`config.mk`:
```
export PLATFORM = sky130hd
export DESIGN_NAME = pll_ctrl_top
export DESIGN_NICKNAME = d
export VERILOG_FILES = /design/src/verilog/pll_ctrl_pkg.sv /design/src/verilog/pll_wb_regs.sv /design/src/verilog/pll_seq.sv /design/src/verilog/pll_wrap.sv /design/src/verilog/pll_macro_model.sv /design/src/verilog/pll_freq_meter.sv /design/src/verilog/pll_ctrl_top.sv
export SDC_FILE = /design/constraint.sdc
export NUM_CORES = 2
export LEC_CHECK = 0
export ABC_AREA = 0
export BUFFER_PORTS_ARGS = -buffer_cell sky130_fd_sc_hd__buf_2
export CORE_UTILIZATION = 46
export DETAILED_ROUTE_END_ITERATION = 8
export HOLD_SLACK_MARGIN = 0.1
export SYNTH_ARGS = -nofsm -noshare
export SYNTH_HDL_FRONTEND = slang
export SYNTH_SLANG_ARGS = --single-unit
```
`constraint.sdc`:
```
create_clock -name clk -period 12.55 [get_ports clk]
set_input_delay 0.6275 -clock clk [delete_from_list [all_inputs] [get_ports clk]]
set_output_delay 0.6275 -clock clk [all_outputs]
set_load 0.05 [all_outputs]
```
`src/verilog/pll_ctrl_pkg.sv`:
```
`default_nettype none

package pll_ctrl_pkg;

    // ========================================
    // register map, word addresses
    // ========================================
    typedef enum logic [3:0] {
        CTRL    = 4'd0,
        DIVIN   = 4'd1,
        DIVFB   = 4'd2,
        STATUS  = 4'd3,
        DIVOUT0 = 4'd4,
        DIVOUT1 = 4'd5,
        DIVOUT2 = 4'd6,
        DIVOUT3 = 4'd7,
        FREQ0   = 4'd8,
        FREQ1   = 4'd9,
        FREQ2   = 4'd10,
        FREQ3   = 4'd11
    } reg_addr_e;

    typedef enum logic [2:0] {IDLE, CHECK, RST, WAIT_LOCK, MEASURE, DONE, ERROR} seq_state_e;

    // fixed widths of the hard macro
    localparam int FM_NOUT    = 8;
    localparam int FM_DIVINW  = 8;
    localparam int FM_DIVFBW  = 16;
    localparam int FM_DIVOUTW = 8;

    // timing, in clk cycles
    localparam int RST_CYCLES   = 4;    // pll reset pulse
    localparam int LOCK_CYCLES  = 64;   // reset release to freqlock
    localparam int LOCK_TIMEOUT = 256;  // sequencer gives up after this
    localparam int MEAS_WINDOW  = 1024; // tick counting window

    localparam int CNT_W   = 16;
    localparam int VCO_MIN = 2;  // divfb/divin lower bound
    localparam int VCO_MAX = 32; // divfb/divin upper bound

endpackage

`default_nettype wire

```
`src/verilog/pll_wb_regs.sv`:
```
`timescale 1ns/1ps
`default_nettype none

module pll_wb_regs #(
    parameter int NOUT    = 4,
    parameter int DIVINW  = 8,
    parameter int DIVFBW  = 16,
    parameter int DIVOUTW = 8
) (
    input  logic                                clk,
    input  logic                                reset,
    input  logic                                wb_cyc,
    input  logic                                wb_stb,
    input  logic                                wb_we,
    input  logic [3:0]                          wb_adr,
    input  logic [31:0]                         wb_dat_w,
    output logic [31:0]                         wb_dat_r,
    output logic                                wb_ack,
    input  logic                                busy,
    input  logic                                error,
    input  logic                                done,
    input  logic                                freqlock,
    input  logic [NOUT*pll_ctrl_pkg::CNT_W-1:0] counts,
    output logic                                start,
    output logic [DIVINW-1:0]                   divin,
    output logic [DIVFBW-1:0]                   divfb,
    output logic [NOUT*DIVOUTW-1:0]             divout,
    output logic [NOUT-1:0]                     clken,
    output logic                                bypass,
    output logic                                clksel
);
    import pll_ctrl_pkg::*;

    reg_addr_e   addr;
    logic        req;
    logic        acc_en;   // first cycle of a request
    logic [31:0] rd_data;

    assign addr   = reg_addr_e'(wb_adr);
    assign req    = wb_cyc && wb_stb;
    assign acc_en = req && !wb_ack;

    // ========================================
    // read mux
    // ========================================
    always_comb begin
        rd_data = '0;
        case (addr)
            CTRL: begin
                rd_data[1]        = bypass;
                rd_data[2]        = clksel;
                rd_data[8 +: NOUT] = clken;  // apply reads back as 0
            end
            DIVIN:  rd_data[DIVINW-1:0] = divin;
            DIVFB:  rd_data[DIVFBW-1:0] = divfb;
            STATUS: rd_data[3:0] = {done, error, freqlock, busy};
            DIVOUT0, DIVOUT1, DIVOUT2, DIVOUT3: begin
                if (wb_adr[1:0] < NOUT)
                    rd_data[DIVOUTW-1:0] = divout[wb_adr[1:0]*DIVOUTW +: DIVOUTW];
            end
            FREQ0, FREQ1, FREQ2, FREQ3: begin
                if (wb_adr[1:0] < NOUT)
                    rd_data[CNT_W-1:0] = counts[wb_adr[1:0]*CNT_W +: CNT_W];
            end
            default: ;
        endcase
    end

    // ========================================
    // ack, config registers, apply
    // ========================================
    always_ff @(posedge clk) begin
        if (reset) begin
            wb_ack <= 1'b0;
            start  <= 1'b0;
            divin  <= '0;
            divfb  <= '0;
            divout <= '0;
            clken  <= '0;
            bypass <= 1'b0;
            clksel <= 1'b0;
        end else begin
            wb_ack <= acc_en;  // single cycle, no wait states
            start  <= 1'b0;
            if (acc_en && wb_we) begin
                case (addr)
                    CTRL: begin
                        if (!busy) begin  // whole ctrl write dropped while busy
                            start  <= wb_dat_w[0];
                            bypass <= wb_dat_w[1];
                            clksel <= wb_dat_w[2];
                            clken  <= wb_dat_w[8 +: NOUT];
                        end
                    end
                    DIVIN: divin <= wb_dat_w[DIVINW-1:0];
                    DIVFB: divfb <= wb_dat_w[DIVFBW-1:0];
                    DIVOUT0, DIVOUT1, DIVOUT2, DIVOUT3: begin
                        if (wb_adr[1:0] < NOUT)
                            divout[wb_adr[1:0]*DIVOUTW +: DIVOUTW] <= wb_dat_w[DIVOUTW-1:0];
                    end
                    default: ;  // status and freq are read only
                endcase
            end
        end
    end

    // read data only needs to be valid under ack
    always_ff @(posedge clk) begin
        if (acc_en)
            wb_dat_r <= rd_data;
    end

    // master holds the request until it sees ack
    assert property (@(posedge clk) disable iff (reset) wb_ack |-> wb_cyc && wb_stb);

endmodule

`default_nettype wire

```
`src/verilog/pll_seq.sv`:
```
`timescale 1ns/1ps
`default_nettype none

module pll_seq #(
    parameter int NOUT    = 4,
    parameter int DIVINW  = 8,
    parameter int DIVFBW  = 16,
    parameter int DIVOUTW = 8
) (
    input  logic                    clk,
    input  logic                    reset,
    input  logic                    start,
    input  logic [DIVINW-1:0]       divin,
    input  logic [DIVFBW-1:0]       divfb,
    input  logic [NOUT*DIVOUTW-1:0] divout,
    input  logic [NOUT-1:0]         clken,
    input  logic                    freqlock,
    input  logic                    meas_done,
    output logic                    busy,
    output logic                    error,
    output logic                    done,
    output logic                    load,
    output logic                    pll_reset,
    output logic                    pll_en,
    output logic                    meas_start
);
    import pll_ctrl_pkg::*;

    localparam int CNT_BITS = $clog2(LOCK_TIMEOUT);

    seq_state_e          state;
    logic [CNT_BITS-1:0] cnt;     // reset pulse and lock timeout share it
    logic                cfg_ok;

    // zero dividers are illegal, disabled outputs don't care
    always_comb begin
        cfg_ok = (divin != '0) && (divfb != '0);
        for (int i = 0; i < NOUT; i++) begin
            if (clken[i] && divout[i*DIVOUTW +: DIVOUTW] == '0)
                cfg_ok = 1'b0;
        end
    end

    assign busy  = state inside {CHECK, RST, WAIT_LOCK, MEASURE};
    assign done  = (state == DONE);
    assign error = (state == ERROR);

    always_ff @(posedge clk) begin
        if (reset) begin
            state      <= IDLE;
            cnt        <= '0;
            load       <= 1'b0;
            pll_reset  <= 1'b1;  // pll held in reset until first apply
            pll_en     <= 1'b0;
            meas_start <= 1'b0;
        end else begin
            load       <= 1'b0;
            meas_start <= 1'b0;
            case (state)
                IDLE, DONE, ERROR: if (start) state <= CHECK;
                CHECK: begin
                    cnt       <= '0;
                    pll_reset <= 1'b1;
                    if (cfg_ok) begin
                        load  <= 1'b1;  // wrapper stages config
                        state <= RST;
                    end else begin
                        pll_en <= 1'b0;
                        state  <= ERROR;
                    end
                end
                RST: begin
                    pll_en <= 1'b1;  // staged values valid from here on
                    cnt    <= cnt + 1'b1;
                    if (cnt == CNT_BITS'(RST_CYCLES - 1)) begin
                        pll_reset <= 1'b0;
                        cnt       <= '0;
                        state     <= WAIT_LOCK;
                    end
                end
                WAIT_LOCK: begin
                    cnt <= cnt + 1'b1;
                    if (freqlock) begin
                        meas_start <= 1'b1;
                        state      <= MEASURE;
                    end else if (cnt == CNT_BITS'(LOCK_TIMEOUT - 1)) begin
                        pll_en    <= 1'b0;  // shut down on timeout
                        pll_reset <= 1'b1;
                        state     <= ERROR;
                    end
                end
                MEASURE: if (meas_done) state <= DONE;
                default: state <= IDLE;
            endcase
        end
    end

    // meter done only answers the kick given on measure entry
    assert property (@(posedge clk) disable iff (reset) meas_done |-> state == MEASURE);

endmodule

`default_nettype wire

```
`src/verilog/pll_wrap.sv`:
```
`timescale 1ns/1ps
`default_nettype none

module pll_wrap #(
    parameter int NOUT    = 4,
    parameter int DIVINW  = 8,
    parameter int DIVFBW  = 16,
    parameter int DIVOUTW = 8
) (
    input  logic                    clk,
    input  logic                    reset,
    input  logic                    load,
    input  logic [DIVINW-1:0]       divin,
    input  logic [DIVFBW-1:0]       divfb,
    input  logic [NOUT*DIVOUTW-1:0] divout,
    input  logic [NOUT-1:0]         clken,
    input  logic                    bypass,
    input  logic                    clksel,
    output logic [pll_ctrl_pkg::FM_DIVINW-1:0]                     m_divin,
    output logic [pll_ctrl_pkg::FM_DIVFBW-1:0]                     m_divfb,
    output logic [pll_ctrl_pkg::FM_NOUT*pll_ctrl_pkg::FM_DIVOUTW-1:0] m_divout,
    output logic [pll_ctrl_pkg::FM_NOUT-1:0]                       m_clken,
    output logic                                                   m_bypass,
    output logic                                                   m_clksel
);
    import pll_ctrl_pkg::*;

    // ========================================
    // width adaptation to the macro
    // ========================================
    logic [FM_DIVINW-1:0]          w_divin;
    logic [FM_DIVFBW-1:0]          w_divfb;
    logic [FM_NOUT*FM_DIVOUTW-1:0] w_divout;
    logic [FM_NOUT-1:0]            w_clken;

    assign w_divin = FM_DIVINW'(divin);  // zero pad or truncate
    assign w_divfb = FM_DIVFBW'(divfb);

    // divout adapted per field so the lanes stay aligned
    for (genvar i = 0; i < FM_NOUT; i++) begin : g_out
        if (i < NOUT) begin : g_used
            assign w_divout[i*FM_DIVOUTW +: FM_DIVOUTW] = FM_DIVOUTW'(divout[i*DIVOUTW +: DIVOUTW]);
            assign w_clken[i] = clken[i];
        end else begin : g_unused
            assign w_divout[i*FM_DIVOUTW +: FM_DIVOUTW] = '0;  // spare macro outputs off
            assign w_clken[i] = 1'b0;
        end
    end

    // macro only sees new values on an apply
    always_ff @(posedge clk) begin
        if (reset) begin
            m_divin  <= '0;
            m_divfb  <= '0;
            m_divout <= '0;
            m_clken  <= '0;
            m_bypass <= 1'b0;
            m_clksel <= 1'b0;
        end else if (load) begin
            m_divin  <= w_divin;
            m_divfb  <= w_divfb;
            m_divout <= w_divout;
            m_clken  <= w_clken;
            m_bypass <= bypass;
            m_clksel <= clksel;
        end
    end

endmodule

`default_nettype wire

```
`src/verilog/pll_macro_model.sv`:
```
`timescale 1ns/1ps
`default_nettype none

module pll_macro_model (
    input  logic                                                   clk,
    input  logic                                                   reset,
    input  logic                                                   pll_reset,
    input  logic                                                   pll_en,
    input  logic [pll_ctrl_pkg::FM_DIVINW-1:0]                     m_divin,
    input  logic [pll_ctrl_pkg::FM_DIVFBW-1:0]                     m_divfb,
    input  logic [pll_ctrl_pkg::FM_NOUT*pll_ctrl_pkg::FM_DIVOUTW-1:0] m_divout,
    input  logic [pll_ctrl_pkg::FM_NOUT-1:0]                       m_clken,
    input  logic                                                   m_bypass,
    input  logic                                                   m_clksel,
    output logic                                                   freqlock,
    output logic [pll_ctrl_pkg::FM_NOUT-1:0]                       tick
);
    import pll_ctrl_pkg::*;

    localparam int LOCK_BITS = $clog2(LOCK_CYCLES);

    logic [31:0]          vco_lo;
    logic [31:0]          vco_hi;
    logic                 vco_ok;
    logic                 run;
    logic                 lock_q;
    logic [LOCK_BITS-1:0] lock_cnt;
    logic [FM_DIVFBW-1:0] inc;     // per-cycle phase step

    // ========================================
    // lock detect
    // ========================================
    assign vco_lo = VCO_MIN * m_divin;
    assign vco_hi = VCO_MAX * m_divin;
    assign vco_ok = (m_divfb >= vco_lo) && (m_divfb <= vco_hi);

    always_ff @(posedge clk) begin
        if (reset || pll_reset || !pll_en || !vco_ok) begin
            lock_cnt <= '0;
            lock_q   <= 1'b0;
        end else if (!lock_q) begin
            lock_cnt <= lock_cnt + 1'b1;
            if (lock_cnt == LOCK_BITS'(LOCK_CYCLES - 1))
                lock_q <= 1'b1;
        end
    end

    assign freqlock = lock_q && !pll_reset;  // lock lost as soon as reset hits

    // ========================================
    // output tick generators
    // ========================================
    assign inc = m_bypass ? FM_DIVFBW'(m_divin) : m_divfb;  // bypass passes reference
    assign run = pll_en && !pll_reset && (freqlock || m_bypass);

    for (genvar i = 0; i < FM_NOUT; i++) begin : g_acc
        logic [31:0] acc;
        logic [31:0] thr;
        logic [31:0] sum;
        logic        tick_q;

        assign thr = m_divin * m_divout[i*FM_DIVOUTW +: FM_DIVOUTW];  // divin*divout
        assign sum = acc + inc;

        always_ff @(posedge clk) begin
            if (reset || !run || !m_clken[i]) begin
                acc    <= '0;
                tick_q <= 1'b0;
            end else if (sum >= thr) begin
                acc    <= sum - thr;  // wrap, one tick
                tick_q <= 1'b1;
            end else begin
                acc    <= sum;
                tick_q <= 1'b0;
            end
        end

        assign tick[i] = tick_q;
    end

    assert property (@(posedge clk) disable iff (reset) pll_en |-> m_divin != '0);

    // ref select and dividers only move while unlocked, i.e. under pll reset
    assert property (@(posedge clk) disable iff (reset)
        $changed({m_clksel, m_divin, m_divfb}) |-> !freqlock);

endmodule

`default_nettype wire

```
`src/verilog/pll_freq_meter.sv`:
```
`timescale 1ns/1ps
`default_nettype none

module pll_freq_meter #(
    parameter int NOUT = 4
) (
    input  logic                                clk,
    input  logic                                reset,
    input  logic                                meas_start,
    input  logic [NOUT-1:0]                     tick,
    output logic                                meas_done,
    output logic [NOUT*pll_ctrl_pkg::CNT_W-1:0] counts
);
    import pll_ctrl_pkg::*;

    localparam int WIN_BITS = $clog2(MEAS_WINDOW);

    logic                active;   // window open
    logic [WIN_BITS-1:0] win_cnt;

    // window of MEAS_WINDOW cycles, done one cycle after it closes
    always_ff @(posedge clk) begin
        if (reset) begin
            active    <= 1'b0;
            win_cnt   <= '0;
            meas_done <= 1'b0;
        end else begin
            meas_done <= 1'b0;
            if (meas_start) begin
                active  <= 1'b1;
                win_cnt <= '0;
            end else if (active) begin
                win_cnt <= win_cnt + 1'b1;
                if (win_cnt == WIN_BITS'(MEAS_WINDOW - 1)) begin
                    active    <= 1'b0;
                    meas_done <= 1'b1;
                end
            end
        end
    end

    // per-output tick counters, held after the window
    for (genvar i = 0; i < NOUT; i++) begin : g_cnt
        logic [CNT_W-1:0] cnt_q;

        always_ff @(posedge clk) begin
            if (reset || meas_start)
                cnt_q <= '0;
            else if (active && tick[i])
                cnt_q <= cnt_q + 1'b1;
        end

        assign counts[i*CNT_W +: CNT_W] = cnt_q;
    end

endmodule

`default_nettype wire

```
`src/verilog/pll_ctrl_top.sv`:
```
`timescale 1ns/1ps
`default_nettype none

module pll_ctrl_top #(
    parameter int NOUT    = 4,   // 1 to 8
    parameter int DIVINW  = 8,
    parameter int DIVFBW  = 16,
    parameter int DIVOUTW = 8
) (
    input  logic            clk,
    input  logic            reset,
    input  logic            wb_cyc,
    input  logic            wb_stb,
    input  logic            wb_we,
    input  logic [3:0]      wb_adr,
    input  logic [31:0]     wb_dat_w,
    output logic [31:0]     wb_dat_r,
    output logic            wb_ack,
    output logic            freqlock,
    output logic [NOUT-1:0] ticks
);
    import pll_ctrl_pkg::*;

    // ========================================
    // stage wires
    // ========================================
    logic                    start, busy, error, done;
    logic [DIVINW-1:0]       divin;
    logic [DIVFBW-1:0]       divfb;
    logic [NOUT*DIVOUTW-1:0] divout;
    logic [NOUT-1:0]         clken;
    logic                    bypass, clksel;
    logic                    load, pll_reset, pll_en;
    logic                    meas_start, meas_done;
    logic [NOUT*CNT_W-1:0]   counts;

    logic [FM_DIVINW-1:0]          m_divin;
    logic [FM_DIVFBW-1:0]          m_divfb;
    logic [FM_NOUT*FM_DIVOUTW-1:0] m_divout;
    logic [FM_NOUT-1:0]            m_clken;
    logic                          m_bypass, m_clksel;
    logic [FM_NOUT-1:0]            m_tick;   // full macro width

    assign ticks = m_tick[NOUT-1:0];  // unused macro outputs dropped

    pll_wb_regs #(.NOUT(NOUT), .DIVINW(DIVINW), .DIVFBW(DIVFBW), .DIVOUTW(DIVOUTW)) u_regs (
        .clk, .reset, .wb_cyc, .wb_stb, .wb_we, .wb_adr, .wb_dat_w, .wb_dat_r, .wb_ack,
        .busy, .error, .done, .freqlock, .counts,
        .start, .divin, .divfb, .divout, .clken, .bypass, .clksel
    );

    pll_seq #(.NOUT(NOUT), .DIVINW(DIVINW), .DIVFBW(DIVFBW), .DIVOUTW(DIVOUTW)) u_seq (
        .clk, .reset, .start, .divin, .divfb, .divout, .clken, .freqlock, .meas_done,
        .busy, .error, .done, .load, .pll_reset, .pll_en, .meas_start
    );

    pll_wrap #(.NOUT(NOUT), .DIVINW(DIVINW), .DIVFBW(DIVFBW), .DIVOUTW(DIVOUTW)) u_wrap (
        .clk, .reset, .load, .divin, .divfb, .divout, .clken, .bypass, .clksel,
        .m_divin, .m_divfb, .m_divout, .m_clken, .m_bypass, .m_clksel
    );

    pll_macro_model u_pll (
        .clk, .reset, .pll_reset, .pll_en,
        .m_divin, .m_divfb, .m_divout, .m_clken, .m_bypass, .m_clksel,
        .freqlock, .tick (m_tick)
    );

    pll_freq_meter #(.NOUT(NOUT)) u_meter (
        .clk, .reset, .meas_start, .tick (ticks), .meas_done, .counts
    );

endmodule

`default_nettype wire

```
==> impl_metrics.toml <==
[floorplanning]
start_util = 0.4676
ios = 79
die_w_um = 269.5
die_h_um = 269.5
core_area_mm2 = 0.07039
die_area_mm2 = 0.07263
row_count = 97

[global_route]
antenna_found_initial = 11
grt_pass1_vias = 25939
grt_max_degree = 104
grt_overflow = 0
grt_pass1_wl_um = 140300
track_usage = 0.2353

[power_and_ir_drop]
power_density_mw_per_mm2 = 77.66
peakVddDrop_v = 0.0001131
leakagePower_nw = 15.19

[clock_tree]
cts_tree = "done"
clk_pin_slew_ps = 70
ctsHoldBuffers = 0
clk_path_buf_depth = 3
cts_buffers = 47
cts-root-buf = "clkbuf_16"
worstSkewPairLatency_ps = 620
numClockSinks = 371
cts_resized = 0
cts-htree-levels = 2
postCtsSetupRepairBufs = 0

[sta]
finalHoldViolations = 0
rsz0062_at_grt = "no"
fin_setup_tns_ps = 0
slew_headroom = 0.2024
max_slew.worst_pin.slew_ps = 1191
min_period_ps = 8019
fin_crit_sh = 0.6390
clock_skew_ps = 65.87
finalSetupViolCount = 0
maxSlewViolCount = 0
max_freq_ghz = 0.1247

[detailed_routing]
first_pass_iters = 6
viasPerCell = 5.614
drc = 0
num_vias = 27610
first_iter_violations = 1943
drt-total-wl_um = 86420
routedWlPerCell_um = 17.57
ant_nets = 0

[synth]
synth-edff-count = 16
synth-seq-cells = 371
ys_warn_count = 0
yosysSeqAreaShare = 0.2305
syn_area_per_cell_um2 = 8.313
synth_area_mm2 = 0.03292
synth_flop_cell = "dfxtp_1"
synthCells = 3960
yosysUniqueCellTypes = 95
async_reset_ff_frac = 0

[finish]
area_growth_pct = 8.172
mostFrequentLayoutCell = "dfxtp_1"
fin_cells = 4918
drive_gt1_frac = 0.06694
mostFrequentLayoutCells = "dfxtp_1, nand2_1, ha_1"
final_nets = 4436
fin_util = 0.5058

[placement]
post-place-cells = 4827
port_buffers = 46
globalplace.congestion = 0.8645
dp_hpwl_um = 63370

[critical_path]
crit_path_end_kind = "flip-flop"
crit_type = "reg2reg"
cp_max_fo = 18
crit_path_start_kind = "flip-flop"
crit_required_ps = 13050
arrival_ps = 8520

[outcome]
status = "complete, no violations"

[hold_path]
min_path_type = "in2reg"

[run]
maxCapViolations = 0
-- layout make-up --
class / count / area, um^2
Multi-Input combinational cell: 3157 / 23610
Antenna cell: 4 / 10.01
Fill cell: 6764 / 34780
Clock inverter: 31 / 410.4
Timing Repair Buffer: 81 / 495.5
Tap cell: 940 / 1176
Inverter: 278 / 1044
Clock buffer: 56 / 1271
Sequential cell: 371 / 7591
-- through the flow --
step | hold WS [ps] | power, mW | setup slack [ps] | area [um^2]
floorplan | 420.8 | 1.312 | 5808 | 32970
global placement | 451.4 | 1.339 | 4592 | 33920
detailed placement | 463.7 | 1.339 | 4579 | 33920
CTS | 207.8 | 2.798 | 4486 | 35600
global route | 240.7 | 2.861 | 3985 | 35610
finish | 241.1 | 2.765 | 4531 | 35610
-- critical path, cell delays in order (launching register included) --
cell and delay [ps]:
dfxtp_1 810, nand2_1 170, fa_1 550, fa_1 550
inv_1 60, fa_1 550, inv_1 60, fa_1 530
inv_1 40, ha_1 290, inv_1 80, o21bai_1 80
a21oi_1 210, o21bai_1 90, a21oi_1 220, o21ai_0 170
nor2_1 140, xor2_1 260, ha_1 310, a21o_1 180
a21o_1 180, a21oi_1 140, o21ai_0 100, a21oi_1 360
nand2_1 300, or4_1 890, o211ai_1 350, mux2i_1 200
-- synth_stat cells (36+ instances only) --
cell	count	area share
nor2_1	307	0.035
nor3_1	70	0.011
o21ai_0	148	0.023
dfxtp_1	355	0.22
nand3_1	189	0.029
clkbuf_1	122	0.014
a21oi_1	281	0.043
and3_1	61	0.012
nand4_1	49	0.0093
o21a_1	36	0.0082
xnor2_1	145	0.039
xor2_1	116	0.031
nand2_1	347	0.040
a211oi_1	47	0.011
ha_1	307	0.12
a21o_1	62	0.014
or3_1	37	0.0070
mux2i_1	110	0.033
fa_1	152	0.092
inv_1	278	0.032
and2_1	237	0.045
-- power breakdown --
group | leakage [nW] | internal [mW] | switching (mW) | total, mW
logic | 11.4 | 0.0296 | 0.0807 | 0.110
registers | 3.01 | 1.19 | 0.0107 | 1.20
clock network | 0.805 | 0.859 | 0.592 | 1.45
-- registers in the layout, indices dropped and copies added (netlist names), 3 cells and up --
signal and flops:
u_seq.state 3, u_wrap.m_clken 4, u_wrap.m_divfb 16, u_regs.divout 32, u_meter.g_cnt.cnt_q 64, u_regs.clken 4
u_seq.cnt 8, u_pll.g_acc.acc 128, u_regs.divfb 16, u_pll.g_acc.tick_q 4, u_regs.wb_dat_r 16, u_meter.win_cnt 10
u_wrap.m_divout 32, u_pll.lock_cnt 6, u_wrap.m_divin 8, u_regs.divin 8
-- cells by family (layout without fill, tap and decap cells) --
kind of cell / Yosys count / count (layout) / share of synthesized area
xor gates and xnor gates: 262 / 262 / 0.06994
muxes: 140 / 140 / 0.05192
adders and majority gates: 459 / 459 / 0.2091
other: 1 / 20 / 0.0001139
AOI/OAI and AO/OA: 807 / 807 / 0.1590
DFF: 371 / 371 / 0.2305
buffers and inverters: 447 / 446 / 0.05462
and+or+nand+nor: 1473 / 1473 / 0.2248
-- metal layers --
metal / vias to the layer above / track usage / wire [um]
met5: - / 0 / 36
met4: 8 / 0.07371 / 2668
met3: 121 / 0.03090 / 4697
met2: 629 / 0.3694 / 37960
met1: 13108 / 0.3339 / 41060
li1: 13744 / - / -
-- path summary, 6_finish.rpt --
path	start	end	slack, ps	cells after the start
min	wb_dat_w[13]	u_regs.divfb[13]	240	3
max reg2reg	u_wrap.m_divin[0]	u_pll.g_acc[3].acc[19]	4530	27
min reg2reg	u_regs.wb_ack	u_regs.wb_ack	480	1
max	u_wrap.m_divin[0]	u_pll.g_acc[3].acc[19]	4530	27
No activity file was read; power rests on OpenSTA's default activity.
